==> src/dcache_settings.svh <==
// data cache geometry
`ifndef DCACHE_SETTINGS_SVH
`define DCACHE_SETTINGS_SVH

// ------------------------------
// organisation
// ------------------------------
`define DC_WAYS           2
`define DC_SETS           4

// ------------------------------
// widths
// ------------------------------
`define DC_WORD_BITS      32
`define DC_LINE_BITS      128
`define DC_WORDS_PER_LINE 4
`define DC_ADDR_BITS      30    // processor side is word addressed
`define DC_TAG_BITS       26
`define DC_SET_BITS       2
`define DC_OFS_BITS       2     // word within line

`endif
==> src/dcache_pkg.sv <==
// data cache shared types
`default_nettype none

`include "dcache_settings.svh"

package dcache_pkg;

	typedef logic [`DC_WORD_BITS-1:0]     word_t;
	typedef logic [`DC_LINE_BITS-1:0]     line_t;
	typedef logic [$clog2(`DC_WAYS)-1:0] way_idx_t;

	// processor word address, tag width follows from the address split
	typedef struct packed {
		logic [`DC_ADDR_BITS-`DC_SET_BITS-`DC_OFS_BITS-1:0] tag;
		logic [`DC_SET_BITS-1:0]                            set;
		logic [`DC_OFS_BITS-1:0]                            ofs;
	} proc_addr_t;

	typedef struct packed {
		logic [`DC_TAG_BITS-1:0] tag;
		logic [`DC_SET_BITS-1:0] set;
	} mem_addr_t;    // line address toward memory

	typedef struct packed {
		logic                    valid;
		logic                    dirty;
		logic [`DC_TAG_BITS-1:0] tag;
	} way_meta_t;

	// one command for all ways, only the addressed way acts on it
	typedef struct packed {
		logic     fill;
		logic     write_word;
		logic     clean;
		way_idx_t way;
		word_t    wdata;
	} way_cmd_t;

	typedef struct packed {
		logic                    hit;
		logic                    dirty;
		logic [`DC_TAG_BITS-1:0] tag;
		line_t                   line;
	} way_view_t;

	typedef enum logic [1:0] {
		CC_IDLE,
		CC_COMPARE,
		CC_WRITE_BACK,
		CC_ALLOCATE
	} cc_state_t;

endpackage

`default_nettype wire

==> src/dcache.sv <==
// two way write-back data cache
`default_nettype none
`timescale 1ns/1ps

`include "dcache_settings.svh"

module dcache (
	input  logic                   clk,
	input  logic                   proc_reset,
	// processor side
	input  logic                   proc_read,
	input  logic                   proc_write,
	input  dcache_pkg::proc_addr_t proc_addr,
	input  dcache_pkg::word_t      proc_wdata,
	output dcache_pkg::word_t      proc_rdata,
	output logic                   proc_stall,
	// memory side
	output logic                   mem_read,
	output logic                   mem_write,
	output dcache_pkg::mem_addr_t  mem_addr,
	output dcache_pkg::line_t      mem_wdata,
	input  dcache_pkg::line_t      mem_rdata,
	input  logic                   mem_ready
);

	dcache_pkg::way_cmd_t                  way_cmd;
	dcache_pkg::way_view_t [`DC_WAYS-1:0] views;
	dcache_pkg::way_idx_t                  hit_way;
	dcache_pkg::way_idx_t                  victim_way;
	dcache_pkg::mem_addr_t                 victim_addr;
	dcache_pkg::mem_addr_t                 req_addr;
	logic                                  any_hit;
	logic                                  victim_dirty;
	logic                                  addr_sel_victim;

	// ------------------------------
	// controller
	// ------------------------------
	cache_ctrl ctrl_inst (
		.clk             (clk),
		.proc_reset      (proc_reset),
		.proc_read       (proc_read),
		.proc_write      (proc_write),
		.proc_addr       (proc_addr),
		.proc_wdata      (proc_wdata),
		.mem_rdata       (mem_rdata),
		.mem_ready       (mem_ready),
		.any_hit         (any_hit),
		.hit_way         (hit_way),
		.victim_dirty    (victim_dirty),
		.way_cmd         (way_cmd),
		.victim_way      (victim_way),
		.proc_stall      (proc_stall),
		.mem_read        (mem_read),
		.mem_write       (mem_write),
		.addr_sel_victim (addr_sel_victim)
	);

	// ------------------------------
	// ways
	// ------------------------------
	for (genvar w = 0; w < `DC_WAYS; w++) begin : g_way
		cache_way #(
			.WAY_INDEX (w)
		) way_inst (
			.clk        (clk),
			.proc_reset (proc_reset),
			.proc_addr  (proc_addr),
			.way_cmd    (way_cmd),
			.fill_line  (mem_rdata),
			.view       (views[w])
		);
	end

	way_select sel_inst (
		.proc_addr    (proc_addr),
		.views        (views),
		.victim_way   (victim_way),
		.any_hit      (any_hit),
		.hit_way      (hit_way),
		.victim_dirty (victim_dirty),
		.rd_word      (proc_rdata),
		.victim_line  (mem_wdata),
		.victim_addr  (victim_addr)
	);

	// write back goes to the victim line, fills to the requested one
	assign req_addr = '{tag: proc_addr.tag, set: proc_addr.set};
	assign mem_addr = addr_sel_victim ? victim_addr : req_addr;

endmodule

`default_nettype wire

==> src/cache_ctrl.sv <==
// data cache controller
`default_nettype none
`timescale 1ns/1ps

`include "dcache_settings.svh"

module cache_ctrl (
	input  logic                   clk,
	input  logic                   proc_reset,
	input  logic                   proc_read,
	input  logic                   proc_write,
	input  dcache_pkg::proc_addr_t proc_addr,
	input  dcache_pkg::word_t      proc_wdata,
	input  dcache_pkg::line_t      mem_rdata,
	input  logic                   mem_ready,
	input  logic                   any_hit,
	input  dcache_pkg::way_idx_t   hit_way,
	input  logic                   victim_dirty,
	output dcache_pkg::way_cmd_t   way_cmd,
	output dcache_pkg::way_idx_t   victim_way,
	output logic                   proc_stall,
	output logic                   mem_read,
	output logic                   mem_write,
	output logic                   addr_sel_victim
);

	dcache_pkg::cc_state_t                state;
	dcache_pkg::cc_state_t                state_nxt;
	dcache_pkg::way_idx_t [`DC_SETS-1:0] lru_way;    // least recently filled way per set
	logic                                 req;
	logic                                 miss;

	assign req        = proc_read | proc_write;
	assign miss       = req & ~any_hit;
	assign victim_way = lru_way[proc_addr.set];

	// ------------------------------
	// next state
	// ------------------------------
	always_comb begin
		state_nxt = state;
		case (state)
			dcache_pkg::CC_IDLE: begin
				state_nxt = dcache_pkg::CC_COMPARE;
			end
			dcache_pkg::CC_COMPARE: begin
				if (miss) begin
					state_nxt = victim_dirty ? dcache_pkg::CC_WRITE_BACK
					                         : dcache_pkg::CC_ALLOCATE;
				end
			end
			dcache_pkg::CC_WRITE_BACK: begin
				if (mem_ready) begin
					state_nxt = dcache_pkg::CC_ALLOCATE;
				end
			end
			dcache_pkg::CC_ALLOCATE: begin
				if (mem_ready) begin
					state_nxt = dcache_pkg::CC_COMPARE;    // retry, hits next cycle
				end
			end
			default: begin
				state_nxt = dcache_pkg::CC_IDLE;
			end
		endcase
	end

	// ------------------------------
	// outputs and way commands
	// ------------------------------
	always_comb begin
		way_cmd         = '0;
		way_cmd.wdata   = proc_wdata;
		proc_stall      = 1'b0;
		mem_read        = 1'b0;
		mem_write       = 1'b0;
		addr_sel_victim = 1'b0;
		case (state)
			dcache_pkg::CC_IDLE: begin
				proc_stall = req;    // hold off anything arriving right after reset
			end
			dcache_pkg::CC_COMPARE: begin
				proc_stall         = miss;
				way_cmd.write_word = proc_write & any_hit;
				way_cmd.way        = hit_way;
			end
			dcache_pkg::CC_WRITE_BACK: begin
				proc_stall      = 1'b1;
				mem_write       = 1'b1;
				addr_sel_victim = 1'b1;
				way_cmd.clean   = mem_ready;
				way_cmd.way     = victim_way;
			end
			dcache_pkg::CC_ALLOCATE: begin
				proc_stall   = 1'b1;
				mem_read     = 1'b1;
				way_cmd.fill = mem_ready;    // line lands on the ready edge
				way_cmd.way  = victim_way;
			end
			default: begin
				proc_stall = 1'b1;
			end
		endcase
	end

	always_ff @(posedge clk) begin
		if (proc_reset) begin
			state   <= dcache_pkg::CC_IDLE;
			lru_way <= '0;
		end else begin
			state <= state_nxt;
			if (way_cmd.fill) begin
				lru_way[proc_addr.set] <= ~victim_way;    // filled way is now most recent
			end
		end
	end

	// ------------------------------
	// memory protocol
	// ------------------------------
	a_strobe_excl: assert property (@(posedge clk) disable iff (proc_reset)
		!(mem_read && mem_write))
		else $error("mem_read and mem_write high together");

	a_read_held: assert property (@(posedge clk) disable iff (proc_reset)
		mem_read && !mem_ready |=> mem_read)
		else $error("mem_read dropped before mem_ready");

	a_write_held: assert property (@(posedge clk) disable iff (proc_reset)
		mem_write && !mem_ready |=> mem_write)
		else $error("mem_write dropped before mem_ready");

	// the memory must hand back real data on the fill edge
	a_fill_known: assert property (@(posedge clk) disable iff (proc_reset)
		way_cmd.fill |-> !$isunknown(mem_rdata))
		else $error("fill with unknown mem_rdata");

endmodule

`default_nettype wire

==> src/way_select.sv <==
// way hit merge and victim select
`default_nettype none
`timescale 1ns/1ps

`include "dcache_settings.svh"

module way_select (
	input  dcache_pkg::proc_addr_t                 proc_addr,
	input  dcache_pkg::way_view_t [`DC_WAYS-1:0] views,
	input  dcache_pkg::way_idx_t                   victim_way,
	output logic                                   any_hit,
	output dcache_pkg::way_idx_t                   hit_way,
	output logic                                   victim_dirty,
	output dcache_pkg::word_t                      rd_word,
	output dcache_pkg::line_t                      victim_line,
	output dcache_pkg::mem_addr_t                  victim_addr
);

	logic [`DC_WAYS-1:0]   hits;
	dcache_pkg::line_t     hit_line;
	dcache_pkg::way_view_t victim;

	// ------------------------------
	// hit side
	// ------------------------------
	always_comb begin
		hit_way = '0;
		for (int w = 0; w < `DC_WAYS; w++) begin
			hits[w] = views[w].hit;
			if (views[w].hit) begin
				hit_way = dcache_pkg::way_idx_t'(w);
			end
		end
	end

	assign any_hit  = |hits;
	assign hit_line = views[hit_way].line;

	always_comb begin
		rd_word = '0;    // zero on a miss
		for (int k = 0; k < `DC_WORDS_PER_LINE; k++) begin
			if (any_hit && proc_addr.ofs == `DC_OFS_BITS'(k)) begin
				rd_word = hit_line[k*`DC_WORD_BITS +: `DC_WORD_BITS];
			end
		end
	end

	// ------------------------------
	// victim side
	// ------------------------------
	assign victim       = views[victim_way];
	assign victim_dirty = victim.dirty;
	assign victim_line  = victim.line;
	assign victim_addr  = '{tag: victim.tag, set: proc_addr.set};    // victim keeps its own tag

	// fills only happen on a miss, so a tag lives in one way per set at most
	always_comb begin
		a_one_hit: assert final ($onehot0(hits))
			else $error("more than one way hits in set %0d", proc_addr.set);
	end

endmodule

`default_nettype wire

==> src/cache_way.sv <==
// one cache way
`default_nettype none
`timescale 1ns/1ps

`include "dcache_settings.svh"

module cache_way #(
	parameter int WAY_INDEX = 0
) (
	input  logic                   clk,
	input  logic                   proc_reset,
	input  dcache_pkg::proc_addr_t proc_addr,
	input  dcache_pkg::way_cmd_t   way_cmd,
	input  dcache_pkg::line_t      fill_line,
	output dcache_pkg::way_view_t  view
);

	dcache_pkg::way_meta_t meta [`DC_SETS];
	dcache_pkg::line_t     data [`DC_SETS];
	dcache_pkg::way_meta_t cur_meta;
	logic                  sel;

	assign sel      = (way_cmd.way == dcache_pkg::way_idx_t'(WAY_INDEX));
	assign cur_meta = meta[proc_addr.set];

	// ------------------------------
	// lookup for the addressed set
	// ------------------------------
	assign view.hit   = cur_meta.valid && (cur_meta.tag == proc_addr.tag);
	assign view.dirty = cur_meta.dirty;
	assign view.tag   = cur_meta.tag;
	assign view.line  = data[proc_addr.set];

	// ------------------------------
	// state bits
	// ------------------------------
	always_ff @(posedge clk) begin
		if (proc_reset) begin
			for (int s = 0; s < `DC_SETS; s++) begin
				meta[s] <= '0;    // all lines invalid
			end
		end else if (sel) begin
			if (way_cmd.fill) begin
				meta[proc_addr.set] <= '{valid: 1'b1, dirty: 1'b0, tag: proc_addr.tag};
			end else if (way_cmd.write_word) begin
				meta[proc_addr.set].dirty <= 1'b1;
			end else if (way_cmd.clean) begin
				meta[proc_addr.set].dirty <= 1'b0;    // line now matches memory
			end
		end
	end

	// line storage
	always_ff @(posedge clk) begin
		if (sel && way_cmd.fill) begin
			data[proc_addr.set] <= fill_line;
		end else if (sel && way_cmd.write_word) begin
			for (int k = 0; k < `DC_WORDS_PER_LINE; k++) begin
				if (proc_addr.ofs == `DC_OFS_BITS'(k)) begin
					data[proc_addr.set][k*`DC_WORD_BITS +: `DC_WORD_BITS] <= way_cmd.wdata;
				end
			end
		end
	end

	// controller must only send word writes to the way that hit
	a_write_on_hit: assert property (@(posedge clk) disable iff (proc_reset)
		sel && way_cmd.write_word |-> view.hit)
		else $error("word write to way %0d without a matching valid line", WAY_INDEX);

endmodule

`default_nettype wire

==> config.mk <==
export PLATFORM = sky130hd
export DESIGN_NAME = dcache
export DESIGN_NICKNAME = d
export VERILOG_FILES = /design/src/dcache_pkg.sv /design/src/dcache.sv /design/src/cache_ctrl.sv /design/src/way_select.sv /design/src/cache_way.sv
export VERILOG_INCLUDE_DIRS = /design/src
export SDC_FILE = /design/constraint.sdc
export NUM_CORES = 2
export LEC_CHECK = 0
export ABC_AREA = 0
export BUFFER_PORTS_ARGS = -buffer_cell sky130_fd_sc_hd__buf_2
export CELL_PAD_IN_SITES_DETAIL_PLACEMENT = 0
export CELL_PAD_IN_SITES_GLOBAL_PLACEMENT = 1
export CORE_MARGIN = 2
export CORE_UTILIZATION = 35
export DETAILED_ROUTE_END_ITERATION = 10
export GPL_ROUTABILITY_DRIVEN = 0
export MAX_ROUTING_LAYER = met4
export PLACE_DENSITY = 0.7
export SYNTH_ARGS = -nofsm -noshare
export SYNTH_HDL_FRONTEND = slang
export SYNTH_SLANG_ARGS = --single-unit
==> constraint.sdc <==
create_clock -name clk -period 6.5 [get_ports clk]
set_clock_uncertainty 0.15 [all_clocks]
set_input_delay 1.95 -clock clk [delete_from_list [all_inputs] [get_ports clk]]
set_output_delay 1.95 -clock clk [all_outputs]
set_load 0.01 [all_outputs]
* Yosys cells after proc, flatten, opt, wreduce, memory -nomap -nowiden *
Memories as Yosys holds them, arrays and structs flattened.
Cells that the tools add are included.

storage, ports and cells
  logic and storage cells = 163
  register bits = 6
  input bits = 195
  memories = 4
  bits in writable memories = 1248

operators by class
  mux-type cells = 103
  equality and inequality tests = 11
  bitwise operators = 18
  $lt $le $gt $ge = 4
  reductions and logical operators = 18

memory list
  memory                  words  width  read ports  clocked after memory_dff  wr ports  line             text
  g_way[0].way_inst.data  4      128    1           0                         1         cache_way.sv:19  dcache_pkg::line_t data [`DC_SETS];
  g_way[1].way_inst.data  4      128    1           0                         1         cache_way.sv:19
  g_way[0].way_inst.meta  4      28     1           0                         4         cache_way.sv:18  dcache_pkg::way_meta_t meta [`DC_SETS];
  g_way[1].way_inst.meta  4      28     1           0                         4         cache_way.sv:18

operator list
  operator              count
  $mux W32              12
  $mux W155             2
  $mux W128             2
  $mux W28              3
  $mux W1               71
  $reduce_or A28 Y1     2
  $eq A26 B26 Y1        2
  $mux W2               7
  $or A1 B1 Y1          13
  $logic_and A1 B1 Y1   11
  $eq A2 B2 Y1 const B  4
  $pmux W2 S4           1
  $bwmux W4             1
  $eq A2 B1 Y1 const B  2
  $logic_not A2 Y1      2
  $lt A1 B2 Y1 const B  2
  $ne A2 B2 Y1 const B  2
  $reduce_or A2 Y1      2
  $lt A2 B3 Y1 const B  1
  $not A1 Y1            3
  $pmux W1 S3           1
  $reduce_and A3 Y1     1
  $and A1 B1 Y1         2
  $bmux W1 S2           1
  other kinds (4)       4

* Depth between registers and ports, before layout *
An unclocked memory read counts as a cell.

  depth in word-level cells = 15
  depth in mapped cells = 17

* Cells and area by module *
A second synthesis with hierarchy kept.

second synthesis, totals
  cell total of the unflattened synthesis = 3266
  area, all modules = 57066.0 µm²

modules (own cells, without submodules)
  module                         times used  cells each  sequential area each (µm²)  area each (µm²)
  cache_way (g_way[0].way_inst)  1           1224        18738.0                     25538.2
  cache_way (g_way[1].way_inst)  1           1203        18738.0                     25401.9
  way_select                     1           726         0.0                         4971.0
  cache_ctrl                     1           82          120.1                       713.2
  dcache                         1           31          0.0                         441.7

* Worst setup path after synthesis *
Ideal clock, no wire load.

  path kind = input to register
  from = in proc_addr[2] in the netlist's numbering
  to = mem g_way[1].way_inst.meta[3][0] in the netlist's numbering, enable pin
  data required time = 5.901 ns
  setup time = 0.449 ns
  buffers on the path = 5
  data arrival time = 6.173 ns
  stages on the path = 12
  path slack = -0.271 ns
  cell sequence = buf_6 > buf_6 > buf_6 > mux4_2 > xnor2_1 > o2111ai_1 > nor3_2 > and4b_1 > a21oi_4 > buf_4 > clkbuf_1 > o21ai_0

RTL lines
  what             line             text
  start, declared  dcache.sv:13     input dcache_pkg::proc_addr_t proc_addr,
  end, declared    cache_way.sv:18

* Worst setup path in the final report *
  from = in proc_addr[2] in the netlist's numbering
  to = out proc_rdata[5]

on the way
  cells in the longest elaborated chain, start to end = 10
  elaborated cells on any way between the ends = 20

RTL lines
  what                                           line              text
  $mem_v2 Z4 W28                                 -
  $eq A26 B26 Y1                                 cache_way.sv:29   assign view.hit = cur_meta.valid && (cur_meta.tag == proc_addr.tag);
  $logic_and A1 B1 Y1                            cache_way.sv:29
  $mux W1                                        way_select.sv:30  if (views[w].hit) begin
  $mux W128 (not written as such) (2 in series)  way_select.sv:37  assign hit_line = views[hit_way].line;
  $mux W32 (3 in series)                         way_select.sv:42  if (any_hit && proc_addr.ofs == `DC_OFS_BITS'(k)) begin
  $mux W32 (*)                                   way_select.sv:42
  end, declared                                  dcache.sv:15      output dcache_pkg::word_t proc_rdata,

Mark *: on every way between the ends. The rest lies on a longest branch, timed or not. The select of a mux whose other input is x is not followed.

==> metrics <==
status complete, but fails checks; failing checks negative setup slack; Fmax 135 MHz; Crit Path Max Fanout 7; initial antenna violation count 61; Netlist cell types 73; Hold Fails Final Rpt 0; Antenna Nets Post-Route 0; leakage dissipation 25.6 nW; Longest Clk Path Bufs 3; Vias 36469; CTS tree done; max cap viols 0; Reg-to-Reg Start g_way[1].way_inst.meta[2][21]; EDFF count, synth 1248; Die Span Y 408 µm; Cell Pwr Density 270 mW/mm²; PortBufs 385; final setup TNS -27510 ps; Starting Density 35.1%; syn_nets 3652; Tot Pwr 0.0192 W; fin area 0.0711 mm²; largest net degree at the start of global routing 138; Main synth FF type edfxtp_1; fin util 43.9%; Slew Viols, Final 0; total core area 0.162 mm²; vias in the first global route 35376; root buf cell clkbuf_16; DR DRC count 0; CTS Buf Count 133; Synth top area share 65.8%; Worst EP arrival 5330 ps; Layout Nets 4393; hold buffers post-CTS 0; Row Count 148; min-delay src ctrl_inst.state[1]; die width 408 µm; class of the worst hold path reg2reg; Detail Placement HPWL 128000 µm; sw frac 25.2%; worst skew pair latency 780 ps; Min Clock Period, post-route 7430 ps; Layout area overhead 24.8%; total wire length 198000 µm; CTS Sinks 1254; post-synthesis area per instance 16.5 µm²; Seq cells post-synth 1254; Setup CP Type in2out; YS warnings 0; I/O Pins 386; Synth Instances 3453; final global-route overflow total 0; setup ws final -929 ps; first-iteration detailed-routing DRC count 4436; Peak VDD IR 207 µV; Setup-failing EPs final 39; RSZ-0062 raised after global routing yes; Syn Std Cell Area 0.0570 mm²; Post-DP Area 0.0648 mm²; Psw 0.00483 W; Pint 0.0143 W; H-tree depth reported by CTS 4; sequential power share 47.3%; ratio of cells with drive above 1 in the final layout 41.0%; fin crit share 114%; ranking of synthesized cells by area edfxtp_1, mux4_2, nand2_1; Worst setup startpoint proc_addr[2]; Gate power share 12.7%; vias per cell 5.61; clock transition at the registers of the reported paths 60 ps; post-synthesis sequential area ratio 66.0%; worst slew pin tran 1050 ps; Post-synth ARST share 0%; Worst EP required 4400 ps; Yosys top cell by area edfxtp_1; Global Route Usage Sum 23.9%; Startpoint Class input port; drt wl/cell 30.5 µm; Die Area 0.166 mm²; Slew HR 30.0%; first-pass GRT wire length 273000 µm; nature of the critical path endpoint output pin; DRT Pass-1 Iters 6; Clock Power Share 40.0%
kinds of logic (layout without fill, tap and decap cells):
logic type | Yosys count | after routing | synth area share, %
adder cells (fa/ha/maj) | 4 | 4 | 0.0878
other | 0 | 23 | 0
buffers and inverters | 287 | 1131 | 2.75
AND/OR/NAND/NOR | 887 | 887 | 7.02
flip-flops | 1254 | 1254 | 66.0
AO/OA/AOI/OAI | 262 | 263 | 3.22
XOR/XNOR | 53 | 53 | 0.814
multiplexers | 706 | 706 | 20.1
power by group through the flow:
| stage | sequential [W] | combinational, W | clock [W] |
|---|---|---|---|
| final | 0.00907 | 0.00244 | 0.00767 |
| after global routing | 0.00908 | 0.00256 | 0.00805 |
| after CTS | 0.00907 | 0.00239 | 0.00776 |
| after detailed placement | 0.00924 | 0.00230 | 0 |
| after global placement | 0.00923 | 0.00229 | 0 |
| after floorplan | 0.00923 | 0.00115 | 0 |
metal layers:
layer / global-route usage, % / wire length [µm] / up-vias / part of all wire (%)
li1: - / - / 15157 / -
met1: 31.9 / 79300 / 19089 / 40
met2: 36.7 / 92400 / 1912 / 47
met3: 4.99 / 19400 / 311 / 9.8
met4: 7.82 / 6930 / 0 / 3.5
met5: - / 0 / - / 0
area by class of cell:
type                            count  area [µm²]
Sequential cell                  1254       37600
Timing Repair Buffer              856        7360
Multi-Input combinational cell   1913       18900
Tap cell                         2175        2720
Antenna cell                       23        57.6
Inverter                           36         135
Fill cell                       14392       91100
Clock buffer                      168        3540
Clock inverter                     71         817
state kept, by name, summed over array words and instances (netlist names):
name and flops:
ctrl_inst.lru_way 4, ctrl_inst.state 2, g_way.way_inst.data 1024, g_way.way_inst.meta 224
critical path, stage by stage:
cell and delay, ps:
bufbuf_16 260, buf_4 170, mux2i_1 300, or3_1 190, or4b_1 500, a211oi_2 280
nand4_1 160, buf_6 180, buf_12 150, buf_16 180, mux2i_1 130, a22oi_1 210
buf_4 190, o2111a_2 310, buf_6 130
final timing paths:
kind / cells past startpoint / slack, ps / to
setup / recovery: 15 / -930 / proc_rdata[5]
hold / removal: 2 / 370 / ctrl_inst.state[1]
setup reg to reg: 10 / 2330 / g_way[1].way_inst.data[3][111]
hold reg to reg: 2 / 370 / ctrl_inst.state[1]
per-stage QoR:
step | hold slack (ps) | setup WS [ps] | cells
6_report | 368 | -929 | 6496
5_1_grt | 395 | -962 | 6492
4_1_cts | 370 | -845 | 6454
2_1_floorplan | 318 | -232 | 3453
3_5_place_dp | 353 | -1270 | 6178
3_3_place_gp | 340 | -1250 | 6178
synthesized netlist by cell type (3+ instances only):
library cell / n
a211oi_1: 7
a21oi_1: 63
a221oi_1: 3
a22oi_1: 38
a2bb2oi_1: 3
a31oi_1: 23
and2_1: 16
and3_1: 5
buf_1: 12
buf_2: 45
buf_4: 10
buf_6: 51
clkbuf_1: 132
clkinv_1: 16
dfxtp_1: 6
edfxtp_1: 1248
ha_1: 4
inv_1: 14
inv_2: 6
mux2_1: 30
mux2_2: 114
mux2_4: 120
mux2i_1: 150
mux4_2: 290
nand2_1: 503
nand2b_1: 5
nand3_1: 12
nand3_4: 4
nand4_1: 11
nand4_4: 4
nor2_1: 81
nor2b_1: 10
nor3_1: 206
nor3_2: 12
nor4_1: 5
o2111a_1: 32
o2111ai_1: 3
o211ai_1: 5
o21ai_0: 54
o22ai_1: 5
o32ai_1: 5
xnor2_1: 47
xor2_1: 6
layout by cell type (no fill, tap or decap), types with 37 or more instances in the layout:
master     count
buf_6         44
mux2_4       121
nor3_1       206
mux4_2       290
o21ai_0       39
clkbuf_16    141
nor2_1        80
edfxtp_1    1248
buf_4        334
mux2i_1      115
nand2_2       37
buf_12        84
mux2_2       113
nand2_1      465
buf_2        361
xnor2_1       44
repair_timing:
item                                    CTS  global route
gates cloned                             16             5
endpoints found under the setup margin  131            72
gates resized for setup                 181            48
pin swaps                                47            29
buffers inserted                         21            15
Power figures use the tool's default switching activity.
